`src/source/core_cfg_pkg.sv`:
```
package core_cfg_pkg;

    // architectural and physical register spaces
    localparam int ARCH_REGS = 32;
    localparam int PHY_REGS = 64;

    // reorder buffer slots
    localparam int ROB_DEPTH = 16;

    // program counter width
    localparam int ADDR_WIDTH = 32;

    // index widths derived from the counts
    localparam int ARCH_WIDTH = $clog2(ARCH_REGS);
    localparam int PHY_WIDTH = $clog2(PHY_REGS);
    localparam int ROB_WIDTH = $clog2(ROB_DEPTH);

endpackage

```
`src/source/rename_types_pkg.sv`:
```
package rename_types_pkg;

    import core_cfg_pkg::*;

    // register indices and tags
    typedef logic [ARCH_WIDTH-1:0] arch_reg_t;
    typedef logic [PHY_WIDTH-1:0] phy_reg_t;

    // reorder buffer slot index
    typedef logic [ROB_WIDTH-1:0] rob_id_t;

    // instruction address
    typedef logic [ADDR_WIDTH-1:0] addr_t;

    // whole alias table with one tag per arch register
    typedef phy_reg_t [ARCH_REGS-1:0] map_table_t;

    // one reorder buffer slot
    typedef struct packed {
        addr_t     pc;
        arch_reg_t rd_arch;
        logic      has_rd;
        // tag given to rd at dispatch
        phy_reg_t  new_phy;
        // tag rd held before, released at retire
        phy_reg_t  old_phy;
        logic      done;
        logic      mispredict;
        addr_t     target;
    } rob_entry_t;

endpackage

```
`src/source/alloc_if.sv`:
```
`timescale 1ns/1ps

interface alloc_if import rename_types_pkg::*; ();

    // dispatch accepted this cycle
    logic     fire;
    // destination other than x0
    logic     needs_rd;

    // lowest free tag and whether one exists
    logic     avail;
    phy_reg_t new_phy;

    // current speculative mapping of the destination
    phy_reg_t old_phy;

    modport rob (
        output fire, needs_rd,
        input  avail, new_phy, old_phy
    );

    modport free (
        input  fire, needs_rd,
        output avail, new_phy
    );

    modport rat (
        input  fire, needs_rd, new_phy,
        output old_phy
    );

endinterface

```
`src/source/retire_if.sv`:
```
`timescale 1ns/1ps

interface retire_if import rename_types_pkg::*; ();

    // one instruction leaving the head this edge
    logic      valid;
    arch_reg_t rd_arch;
    logic      has_rd;
    phy_reg_t  new_phy;
    phy_reg_t  old_phy;

    modport rob (
        output valid, rd_arch, has_rd, new_phy, old_phy
    );

    modport sink (
        input  valid, rd_arch, has_rd, new_phy, old_phy
    );

endinterface

```
`src/source/back_rat.sv`:
```
`timescale 1ns/1ps

module back_rat import core_cfg_pkg::*, rename_types_pkg::*; (
    input  logic       clk,
    input  logic       rst,
    retire_if.sink     retire,
    output map_table_t committed_map
);

    // mapping as seen by retired instructions only
    always_ff @(posedge clk or posedge rst) begin
        if (rst) begin
            for (int i = 0; i < ARCH_REGS; i++) begin
                committed_map[i] <= phy_reg_t'(i);
            end
        end else if (retire.valid && retire.has_rd) begin
            committed_map[retire.rd_arch] <= retire.new_phy;
        end
    end

endmodule

```
`src/source/free_list.sv`:
```
`timescale 1ns/1ps

module free_list import core_cfg_pkg::*, rename_types_pkg::*; (
    input  logic  clk,
    input  logic  rst,
    input  logic  flush,
    alloc_if.free alloc,
    retire_if.sink retire
);

    // set bit means the tag is in use
    logic [PHY_REGS-1:0] alloc_map;
    logic [PHY_REGS-1:0] commit_map;
    logic [PHY_REGS-1:0] alloc_next;

    // lowest clear bit wins, scan from the top down
    always_comb begin
        alloc.avail = 1'b0;
        alloc.new_phy = '0;
        for (int i = PHY_REGS - 1; i >= 0; i--) begin
            if (!alloc_map[i]) begin
                alloc.avail = 1'b1;
                alloc.new_phy = phy_reg_t'(i);
            end
        end
    end

    // allocation and release touch different bits
    always_comb begin
        alloc_next = alloc_map;
        if (alloc.fire && alloc.needs_rd) begin
            alloc_next[alloc.new_phy] = 1'b1;
        end
        if (retire.valid && retire.has_rd) begin
            alloc_next[retire.old_phy] = 1'b0;
        end
    end

    always_ff @(posedge clk or posedge rst) begin
        if (rst) begin
            // tags 0..31 hold the initial identity mapping
            alloc_map <= {{(PHY_REGS - ARCH_REGS){1'b0}}, {ARCH_REGS{1'b1}}};
        end else if (flush) begin
            alloc_map <= commit_map;
        end else begin
            alloc_map <= alloc_next;
        end
    end

    // committed view only moves at retirement
    always_ff @(posedge clk or posedge rst) begin
        if (rst) begin
            commit_map <= {{(PHY_REGS - ARCH_REGS){1'b0}}, {ARCH_REGS{1'b1}}};
        end else if (retire.valid && retire.has_rd) begin
            commit_map[retire.old_phy] <= 1'b0;
            commit_map[retire.new_phy] <= 1'b1;
        end
    end

endmodule

```
`src/source/front_rat.sv`:
```
`timescale 1ns/1ps

module front_rat import core_cfg_pkg::*, rename_types_pkg::*; (
    input  logic       clk,
    input  logic       rst,
    input  logic       flush,
    alloc_if.rat       alloc,
    input  map_table_t committed_map,
    input  arch_reg_t  rs1_arch,
    input  arch_reg_t  rs2_arch,
    input  arch_reg_t  rd_arch,
    output phy_reg_t   rs1_phy,
    output phy_reg_t   rs2_phy
);

    // speculative arch to physical mapping
    map_table_t spec_map;

    // source lookup sees the mapping before this cycle's write
    assign rs1_phy = spec_map[rs1_arch];
    assign rs2_phy = spec_map[rs2_arch];

    // previous owner of rd, kept by the ROB for release
    assign alloc.old_phy = spec_map[rd_arch];

    always_ff @(posedge clk or posedge rst) begin
        if (rst) begin
            // identity map with arch reg i in phy reg i
            for (int i = 0; i < ARCH_REGS; i++) begin
                spec_map[i] <= phy_reg_t'(i);
            end
        end else if (flush) begin
            // roll back to the committed view
            spec_map <= committed_map;
        end else if (alloc.fire && alloc.needs_rd) begin
            spec_map[rd_arch] <= alloc.new_phy;
        end
    end

endmodule

```
`src/source/rename_core.sv`:
```
`timescale 1ns/1ps

module rename_core import rename_types_pkg::*; (
    input  logic      clk,
    input  logic      rst,
    // dispatch
    input  logic      dispatch_valid,
    input  addr_t     dispatch_pc,
    input  arch_reg_t dispatch_rs1,
    input  arch_reg_t dispatch_rs2,
    input  arch_reg_t dispatch_rd,
    output logic      dispatch_ready,
    output phy_reg_t  rs1_phy,
    output phy_reg_t  rs2_phy,
    output phy_reg_t  rd_phy,
    output rob_id_t   rob_id,
    // completion
    input  logic      complete_valid,
    input  rob_id_t   complete_rob_id,
    input  logic      complete_mispredict,
    input  addr_t     complete_target,
    // retirement
    output logic      retire_valid,
    output addr_t     retire_pc,
    output arch_reg_t retire_rd,
    output phy_reg_t  retire_rd_phy,
    // redirect
    output logic      redirect_valid,
    output addr_t     redirect_pc
);

    alloc_if  alloc_bus ();
    retire_if retire_bus ();

    map_table_t committed_map;
    logic       flush;

    // tag offered to the destination this cycle
    assign rd_phy = alloc_bus.new_phy;

    front_rat front_rat_i (
        .clk           (clk),
        .rst           (rst),
        .flush         (flush),
        .alloc         (alloc_bus),
        .committed_map (committed_map),
        .rs1_arch      (dispatch_rs1),
        .rs2_arch      (dispatch_rs2),
        .rd_arch       (dispatch_rd),
        .rs1_phy       (rs1_phy),
        .rs2_phy       (rs2_phy)
    );

    free_list free_list_i (
        .clk    (clk),
        .rst    (rst),
        .flush  (flush),
        .alloc  (alloc_bus),
        .retire (retire_bus)
    );

    back_rat back_rat_i (
        .clk           (clk),
        .rst           (rst),
        .retire        (retire_bus),
        .committed_map (committed_map)
    );

    reorder_buffer reorder_buffer_i (
        .clk                 (clk),
        .rst                 (rst),
        .alloc               (alloc_bus),
        .retire_port         (retire_bus),
        .dispatch_valid      (dispatch_valid),
        .dispatch_pc         (dispatch_pc),
        .dispatch_rd         (dispatch_rd),
        .dispatch_ready      (dispatch_ready),
        .rob_id              (rob_id),
        .complete_valid      (complete_valid),
        .complete_rob_id     (complete_rob_id),
        .complete_mispredict (complete_mispredict),
        .complete_target     (complete_target),
        .retire_valid        (retire_valid),
        .retire_pc           (retire_pc),
        .retire_rd           (retire_rd),
        .retire_rd_phy       (retire_rd_phy),
        .redirect_valid      (redirect_valid),
        .redirect_pc         (redirect_pc),
        .flush               (flush)
    );

endmodule

```
`src/source/reorder_buffer.sv`:
```
`timescale 1ns/1ps

module reorder_buffer import core_cfg_pkg::*, rename_types_pkg::*; (
    input  logic      clk,
    input  logic      rst,
    alloc_if.rob      alloc,
    retire_if.rob     retire_port,
    // dispatch side
    input  logic      dispatch_valid,
    input  addr_t     dispatch_pc,
    input  arch_reg_t dispatch_rd,
    output logic      dispatch_ready,
    output rob_id_t   rob_id,
    // completion reports from execution
    input  logic      complete_valid,
    input  rob_id_t   complete_rob_id,
    input  logic      complete_mispredict,
    input  addr_t     complete_target,
    // registered retire and redirect
    output logic      retire_valid,
    output addr_t     retire_pc,
    output arch_reg_t retire_rd,
    output phy_reg_t  retire_rd_phy,
    output logic      redirect_valid,
    output addr_t     redirect_pc,
    output logic      flush
);

    rob_entry_t rob_mem [ROB_DEPTH];

    rob_id_t head;
    rob_id_t tail;
    // one extra bit so a full buffer is distinct from empty
    logic [ROB_WIDTH:0] count;

    logic       full;
    logic       retire_fire;
    logic       retire_flush;
    rob_entry_t head_entry;

    assign full = (count == (ROB_WIDTH + 1)'(ROB_DEPTH));
    assign head_entry = rob_mem[head];

    // x0 writes are dropped, so no tag is needed
    assign alloc.needs_rd = (dispatch_rd != '0);

    // hold dispatch while full, flushing or out of tags
    assign dispatch_ready = !full && !flush && (alloc.avail || !alloc.needs_rd);
    assign alloc.fire = dispatch_valid && dispatch_ready;
    assign rob_id = tail;

    // head leaves once its completion has been seen
    assign retire_fire = (count != '0) && head_entry.done;
    assign retire_flush = retire_fire && head_entry.mispredict;

    // retire port acts at the retire edge itself
    assign retire_port.valid = retire_fire;
    assign retire_port.rd_arch = head_entry.rd_arch;
    assign retire_port.has_rd = head_entry.has_rd;
    assign retire_port.new_phy = head_entry.new_phy;
    assign retire_port.old_phy = head_entry.old_phy;

    // slot storage where a dispatch write wins over a stale completion
    always_ff @(posedge clk) begin
        if (complete_valid) begin
            rob_mem[complete_rob_id].done <= 1'b1;
            rob_mem[complete_rob_id].mispredict <= complete_mispredict;
            rob_mem[complete_rob_id].target <= complete_target;
        end
        if (alloc.fire) begin
            rob_mem[tail] <= '{
                pc:         dispatch_pc,
                rd_arch:    dispatch_rd,
                has_rd:     alloc.needs_rd,
                new_phy:    alloc.new_phy,
                old_phy:    alloc.old_phy,
                done:       1'b0,
                mispredict: 1'b0,
                target:     '0
            };
        end
    end

    always_ff @(posedge clk or posedge rst) begin
        if (rst) begin
            head <= '0;
            tail <= '0;
            count <= '0;
        end else if (retire_flush) begin
            // everything younger than the branch is discarded
            head <= '0;
            tail <= '0;
            count <= '0;
        end else begin
            if (alloc.fire) begin
                tail <= tail + 1'b1;
            end
            if (retire_fire) begin
                head <= head + 1'b1;
            end
            unique case ({alloc.fire, retire_fire})
                2'b10: count <= count + 1'b1;
                2'b01: count <= count - 1'b1;
                default: count <= count;
            endcase
        end
    end

    // strobes one cycle after the retire edge
    always_ff @(posedge clk or posedge rst) begin
        if (rst) begin
            retire_valid <= 1'b0;
            redirect_valid <= 1'b0;
            flush <= 1'b0;
        end else begin
            retire_valid <= retire_fire;
            redirect_valid <= retire_flush;
            flush <= retire_flush;
        end
    end

    always_ff @(posedge clk) begin
        if (retire_fire) begin
            retire_pc <= head_entry.pc;
            retire_rd <= head_entry.rd_arch;
            retire_rd_phy <= head_entry.new_phy;
            redirect_pc <= head_entry.target;
        end
    end

endmodule

```
`config.mk`:
```
export PLATFORM = sky130hd
export DESIGN_NAME = rename_core
export DESIGN_NICKNAME = d
export VERILOG_FILES = /design/src/source/core_cfg_pkg.sv /design/src/source/rename_types_pkg.sv /design/src/source/alloc_if.sv /design/src/source/retire_if.sv /design/src/source/back_rat.sv /design/src/source/free_list.sv /design/src/source/front_rat.sv /design/src/source/rename_core.sv /design/src/source/reorder_buffer.sv
export SDC_FILE = /design/constraint.sdc
export NUM_CORES = 2
export LEC_CHECK = 0
export BUFFER_PORTS_ARGS = -buffer_cell sky130_fd_sc_hd__buf_2
export CORE_UTILIZATION = 31
export CTS_CLUSTER_DIAMETER = 150
export CTS_CLUSTER_SIZE = 20
export DETAILED_ROUTE_END_ITERATION = 16
export HOLD_SLACK_MARGIN = 0.08
export PLACE_DENSITY_LB_ADDON = 0.05
export SLEW_MARGIN = 15
export SYNTH_ARGS = -nofsm -noshare
export SYNTH_HDL_FRONTEND = slang
export SYNTH_SLANG_ARGS = --single-unit
```
`constraint.sdc`:
```
create_clock -name clk -period 15 [get_ports clk]
set_input_delay 1.5 -clock clk [delete_from_list [all_inputs] [get_ports clk]]
set_output_delay 1.5 -clock clk [all_outputs]
set_load 0.005 [all_outputs]
```
# [After elaboration in Yosys (flattened, before gate mapping)]
# Memory sizes are Yosys's and may differ from the RTL's.
# Index checks and enable logic that the tools add are counted.
[classes] add_sub_neg=4 order_cmp=12 n_reduce_logical=22 shift=0 n_mul=0 div=0 n_eq_ne=3 n_bitwise=5 muxes=161
[op_table] op="$mux 6" n=69
[op_table] op="$bwmux 192" n=2
[op_table] op="$mux 192" n=2
[op_table] op="$mux 64" n=3
[op_table] op="$and 64x64->64" n=2
[op_table] op="$or 64x64->64" n=2
[op_table] op="$bmux 6 s5" n=3
[op_table] op="$mux 1" n=71
[op_table] op="$not 64->64" n=1
[op_table] op="$demux 6 s5" n=2
[op_table] op="$lt 5x6->1 const B" n=4
[op_table] op="$lt 6x7->1 const B" n=3
[op_table] op="$demux 1 s6" n=3
[op_table] op="$ge 6x1->1 const B" n=3
[op_table] op="$mux 4" n=4
[op_table] op="$logic_and 1x1->1" n=12
[op_table] op="$ge 5x1->1 const B" n=2
[op_table] op="$pmux 5 s2" n=1
[op_table] op="$reduce_bool 5->1" n=2
[op_table] op="$add 4x1->4 const B" n=2
[op_table] op="$reduce_bool 2->1" n=3
[op_table] op="$add 5x1->5 const B" n=1
[op_table] op="$eq 5x5->1 const B" n=1
[op_table] op="$mux 5" n=1
[op_table] op="6 further kinds" n=8
[totals] mem_count=1 mem_bits_rw=1344 latch_bits=0 rom_bits=0 regBits=602 elab_cells=283
[mem_list] memory="reorder_buffer_i.rob_mem" words=16 word_bits=84 read_ports=1 rd_ports_with_merged_regs=0 wr=2 line="reorder_buffer.sv:29" rtl="rob_entry_t rob_mem [ROB_DEPTH];"

# [Longest topological paths before layout]
[logic_depth] depth_word=73 depth_mapped=16

# [Hierarchy]
# Synthesis repeated with hierarchy kept, for this count alone.
[unflattened] cells_unflattened=6669 area_unflattened_um2=85668.4
[by_module_without_submodules] module="reorder_buffer" seq_area_each_um2=37541.0 area_per_inst_um2=57116.0 cells_per_inst=3979 instances=1
[by_module_without_submodules] module="front_rat" seq_area_each_um2=4904.7 area_per_inst_um2=13827.0 cells_per_inst=1377 instances=1
[by_module_without_submodules] module="back_rat" seq_area_each_um2=4904.7 area_per_inst_um2=7389.6 cells_per_inst=451 instances=1
[by_module_without_submodules] module="free_list" seq_area_each_um2=3283.1 area_per_inst_um2=7335.8 cells_per_inst=862 instances=1

# [Worst setup path after synthesis]
# No wires, ideal clock.
[synth_path] path_type="input to output" start="input port dispatch_rs1[0]" end="output port rs1_phy[5]" n_path_buf=2 setup_slack_ns=9.674 arrival_time_ns=3.826 stages=5 path_cell_list="buf_1 buf_1 mux4_2 mux4_2 mux2_2"
[synth_via] elab_chain_len=2
[synth_rtl] element="start: declaration" line="rename_core.sv:9" rtl="input arch_reg_t dispatch_rs1,"
[synth_rtl] element="$bmux 6 s5" line="front_rat.sv:20" rtl="assign rs1_phy = spec_map[rs1_arch];"
[synth_rtl] element="$mux 6 (implied by the code)" line="front_rat.sv:20"
[synth_rtl] element="end: declaration" line="rename_core.sv:13" rtl="output phy_reg_t rs1_phy,"
# No other way between the ends. The select of a mux whose other input is x is not followed.

# [Worst setup path in the final report]
[layout_path] start="register reorder_buffer_i.head[2]" end="register back_rat_i.committed_map[173] (netlist name)"
[layout_via] elab_chain_len=6 elab_cells_between_ends=9
[layout_rtl] element="start: declaration" line="reorder_buffer.sv:31" rtl="rob_id_t head;"
[layout_rtl] element="start signal: assignment" line="reorder_buffer.sv:99" rtl="head <= head + 1'b1;"
[layout_rtl] element="$mem_v2 16x84 (*)"
[layout_rtl] element="$lt 5x6->1 (implied by the code) or $ge 5x1->1 (tied branches)" line="back_rat.sv:17" rtl="committed_map[retire.rd_arch] <= retire.new_phy;"
[layout_rtl] element="$logic_and 1x1->1 (implied by the code)" line="back_rat.sv:17"
[layout_rtl] element="$mux 6 (implied by the code)" line="back_rat.sv:17"
[layout_rtl] element="$demux 6 s5"
[layout_rtl] element="$bwmux 192" line="back_rat.sv:17"
[layout_rtl] element="end signal: indexed assignment" line="back_rat.sv:14" rtl="committed_map[i] <= phy_reg_t'(i);"
[layout_rtl] element="end signal: indexed assignment" line="back_rat.sv:17"
[layout_rtl] element="end: declaration" line="back_rat.sv:7" rtl="output map_table_t committed_map"
# Mark *: on every way between the ends. The rest lies on a longest branch, timed or not.
# A chain may end at the register's enable or synchronous reset.

==> flow_metrics.py <==
metrics = {
    "run_status": {
        "status": "complete, no violations",
    },
    "cells_and_area": {
        "area_growth_pct": 9.03,
        "seq_area_mm2": 0.0507,
        "finalCoreUtilization_pct": 34.1,
        "nNetsFinal": 6729,
        "fill_cells": 26400,
        "drive_above_1_share_pct": 19.6,
        "multi_input_area_mm2": 0.0312,
    },
    "power_and_ir_drop": {
        "power.leakage_uw": 0.0322,
        "powerDensity_mw_per_mm2": 201,
        "irDropWorstVdd_v": 0.000163,
    },
    "clocking": {
        "root_buffer": "clkbuf_16",
        "cts_tree": "built",
        "clock_path_buffers": 3,
        "numCtsBuffers": 107,
        "postCtsSetupRepairBufs": 0,
        "ctsHoldBuffers": 0,
        "cts_sinks": 1946,
        "insertion_delay_ns": 0.83,
        "h-tree-depth": 3,
        "cts_resized": 0,
        "clk_pin_slew_ns": 0.09,
    },
    "worst_setup_path": {
        "critical_path.startpoint_type": "flip-flop",
        "crit_chain": "buf_4, nor2b_4, buf_4, a221oi_1, a221o_1, a311o_1, buf_4, nor3_2, nand2b_1, mux2_2",
        "critPathSlowestCell": "nor3_2",
        "max_stage_delay_ns": 0.89,
        "rrSetupSlack_ns": 8.88,
        "crit_required_ns": 15.70,
        "cp_num_buf_inv": 3,
        "path_class": "reg -> reg",
        "crit_path_max_fanout": 47,
        "endpoint_kind": "flip-flop",
        "worst_path_most_repeated_cell": "buf_4",
        "critPathArrivalTime_ns": 6.82,
        "path_depth": 10,
        "r2r_cells": 10,
        "crit_family": "simple AND/OR/NAND/NOR gates",
    },
    "global_routing": {
        "grt_usage_pct": 22.6,
        "use_met2_pct": 36.4,
        "grt_max_degree": 159,
        "use_met3_pct": 2.84,
        "grt_pass1_wl_um": 442000,
        "grtUsageMet1_pct": 32.4,
        "grt-busiest-layer": "met2",
        "antenna_found_initial": 32,
        "grt-ovfl-total": 0,
        "grt_pass1_vias": 55500,
    },
    "logic_synthesis": {
        "synth_async_sr_flop_share_pct": 27.1,
        "yosys.area.top_type": "edfxtp_1",
        "syn-cell-area_mm2": 0.0840,
        "seq_area_frac_synth_pct": 60.3,
        "synth.most_common_cell": "nand2_1",
        "ys_types": 83,
        "synth_compound_area_share_pct": 11.3,
        "synthTopCellsByCount": "1,320 x nand2_1, 875 x edfxtp_1, 594 x a21oi_1",
        "synth_top_cell_area_share_pct": 31.3,
        "yosysWarnings": 0,
        "synth_xor_area_share_pct": 0.0730,
        "synth-adder-area-share_pct": 0.158,
        "netlist_instances": 6780,
        "synth_nets": 6878,
        "synthMuxAreaShare_pct": 16.1,
        "synthSimpleGateAreaFrac_pct": 9.09,
        "synth_edf_count": 875,
        "ys_ff_latch": 1946,
        "netlist_top_cells_area": "edfxtp_1 31%, dfxtp_1 13%, mux4_2 9.2%, dfrtp_1 9.0%, dfstp_2 7.0%",
        "synth_ff_type": "edfxtp_1",
        "syn_area_per_cell_um2": 12.4,
        "synth_top_family_by_area": "multiplexers",
    },
    "sta": {
        "finalCritPeriodShare_pct": 40.8,
        "setup_ws_ns": 8.88,
        "report.final.slew_viol_count": 0,
        "finalSetupViolations": 0,
        "rsz0062_at_grt": "false",
        "clock.fmax_ghz": 0.163,
        "timing_hold_violations_final": 0,
        "finalSetupTns_ns": 0,
        "period_needed_ns": 6.12,
        "max_slew_margin_pct": 16.7,
        "worst-slew-pin-transition_ns": 1.25,
        "skew_ns": 0.0655,
    },
    "routing": {
        "first_iter_violations": 4940,
        "drt_first_pass_iters": 5,
        "drc_errors": 0,
        "post_drt_wl_per_cell_um": 30.4,
        "ant_nets": 0,
        "vias": 56600,
        "vias_per_cell": 5.51,
        "routed_wl_um": 313000,
    },
    "worst_hold_path": {
        "hp-class": "reg -> reg",
        "hold_path_depth": 2,
    },
    "placed_design": {
        "place_ws_ns": 8.78,
        "io_buffers": 187,
        "gp_congestion": 0.808,
        "dp_hpwl_um": 178000,
    },
    "floorplan": {
        "std_cell_rows": 190,
        "die_y_um": 523,
        "die_w_um": 523,
        "die_area_mm2": 0.273,
        "start_util_pct": 31.3,
        "io_pins": 188,
        "coreArea_mm2": 0.269,
    },
    "job": {
        "max_cap_viol_count": 0,
    },
}
==> routing by layer <==
layer  routed length [µm]  vias to the layer above  part of all wire, %
met2               146000                     1584                   47
met4                 6260                       18                  2.0
li1                     -                    24800                    -
met3                15600                      287                  5.0
met5                  111                        -                0.035
met1               144000                    29900                   46
==> worst reg2reg max path: cells and delay by family, from the launching register on <==
kind | cells | cell delay [ns]
compound gates | 3 | 1.17
buf+inv | 3 | 1.64
flops | 1 | 0.72
mux | 1 | 0.39
simple gates | 3 | 2.09
==> per-stage QoR <==
| step | hold slack [ns] | std cells | area [µm²] | power, µW |
|---|---|---|---|---|
| 2_1_floorplan | 0.433 | 6780 | 84000 | 12400 |
| 3_3_place_gp | 0.439 | 10100 | 88400 | 15200 |
| 3_5_place_dp | 0.444 | 10100 | 88400 | 15300 |
| 4_1_cts | 0.458 | 10300 | 91600 | 18600 |
| 5_1_grt | 0.471 | 10300 | 91600 | 19300 |
| 6_report | 0.456 | 10300 | 91600 | 18400 |
==> worst paths after layout <==
path	startpoint	endpoint
max in group asynchronous	rst	front_rat_i.spec_map[55]$_DFFE_PP0P_
max reg2reg	reorder_buffer_i.head[2]$_DFFE_PP0P_	back_rat_i.committed_map[173]$_DFFE_PP0P_
max	reorder_buffer_i.head[2]$_DFFE_PP0P_	back_rat_i.committed_map[173]$_DFFE_PP0P_
min	reorder_buffer_i.rob_mem[11][23]$_SDFFE_PP0P_	reorder_buffer_i.rob_mem[11][23]$_SDFFE_PP0P_
min reg2reg	reorder_buffer_i.rob_mem[11][23]$_SDFFE_PP0P_	reorder_buffer_i.rob_mem[11][23]$_SDFFE_PP0P_
min in group asynchronous	rst	free_list_i.alloc_map[18]$_DFF_PP1_
==> state kept, by name, indices dropped and copies added, names as in the netlist <==
signal / flops
reorder_buffer_i.rob_mem: 1344
reorder_buffer_i.count: 5
reorder_buffer_i.retire_valid: 1
reorder_buffer_i.retire_rd: 5
reorder_buffer_i.redirect_pc: 32
reorder_buffer_i.retire_rd_phy: 6
reorder_buffer_i.rob_id: 4
free_list_i.alloc_map: 64
reorder_buffer_i.head: 4
reorder_buffer_i.redirect_valid: 1
reorder_buffer_i.retire_pc: 32
back_rat_i.committed_map: 192
front_rat_i.spec_map: 192
free_list_i.commit_map: 64
==> cells in the final DEF (no fill, tap or decap), drive strengths merged, types with 9 or more instances in the layout <==
master	n
nand4	40
a211oi	20
mux2i	333
a31oi	15
dfstp	224
and4	10
a221o	140
and3	13
o211ai	22
a21oi	599
a221oi	163
dfxtp	544
nor2b	19
nor2	261
mux4	343
a22o	13
nor3	21
o21ai	250
o2111ai	11
nand2b	21
nor4	9
diode	16
and2	34
nor3b	13
edfxtp	875
clkbuf	187
buf	312
nand3	46
o22ai	25
dfrtp	303
nand2	1323
mux2	212
inv	49
ha	9
or2	18
a22oi	158
a21o	10
==> power by group <==
part | total, µW | switching (µW) | internal [µW]
clock network | 3270 | 1900 | 1370
registers | 8470 | 1070 | 7390
logic | 6640 | 4180 | 2450
==> kinds of logic (layout without fill, tap and decap cells) <==
logic type               count (synthesis)  in the layout
AND/OR/NAND/NOR                       1845           1845
AO/OA/AOI/OAI                         1464           1464
adder cells (fa/ha/maj)                 10             10
flip-flops                            1946           1946
XOR/XNOR                                 7              7
buffers and inverters                  620            555
other                                    0             16
multiplexers                           888            888
==> final cells by class <==
type	instances	share of cell area [%]
Sequential cell	1946	55.3
Multi-Input combinational cell	4214	34.0
Tap cell	3552	4.85
Clock buffer	187	3.27
Timing Repair Buffer	312	2.15
Inverter	50	0.221
Clock inverter	6	0.135
Antenna cell	16	0.0437
Power figures use the tool's default switching activity.
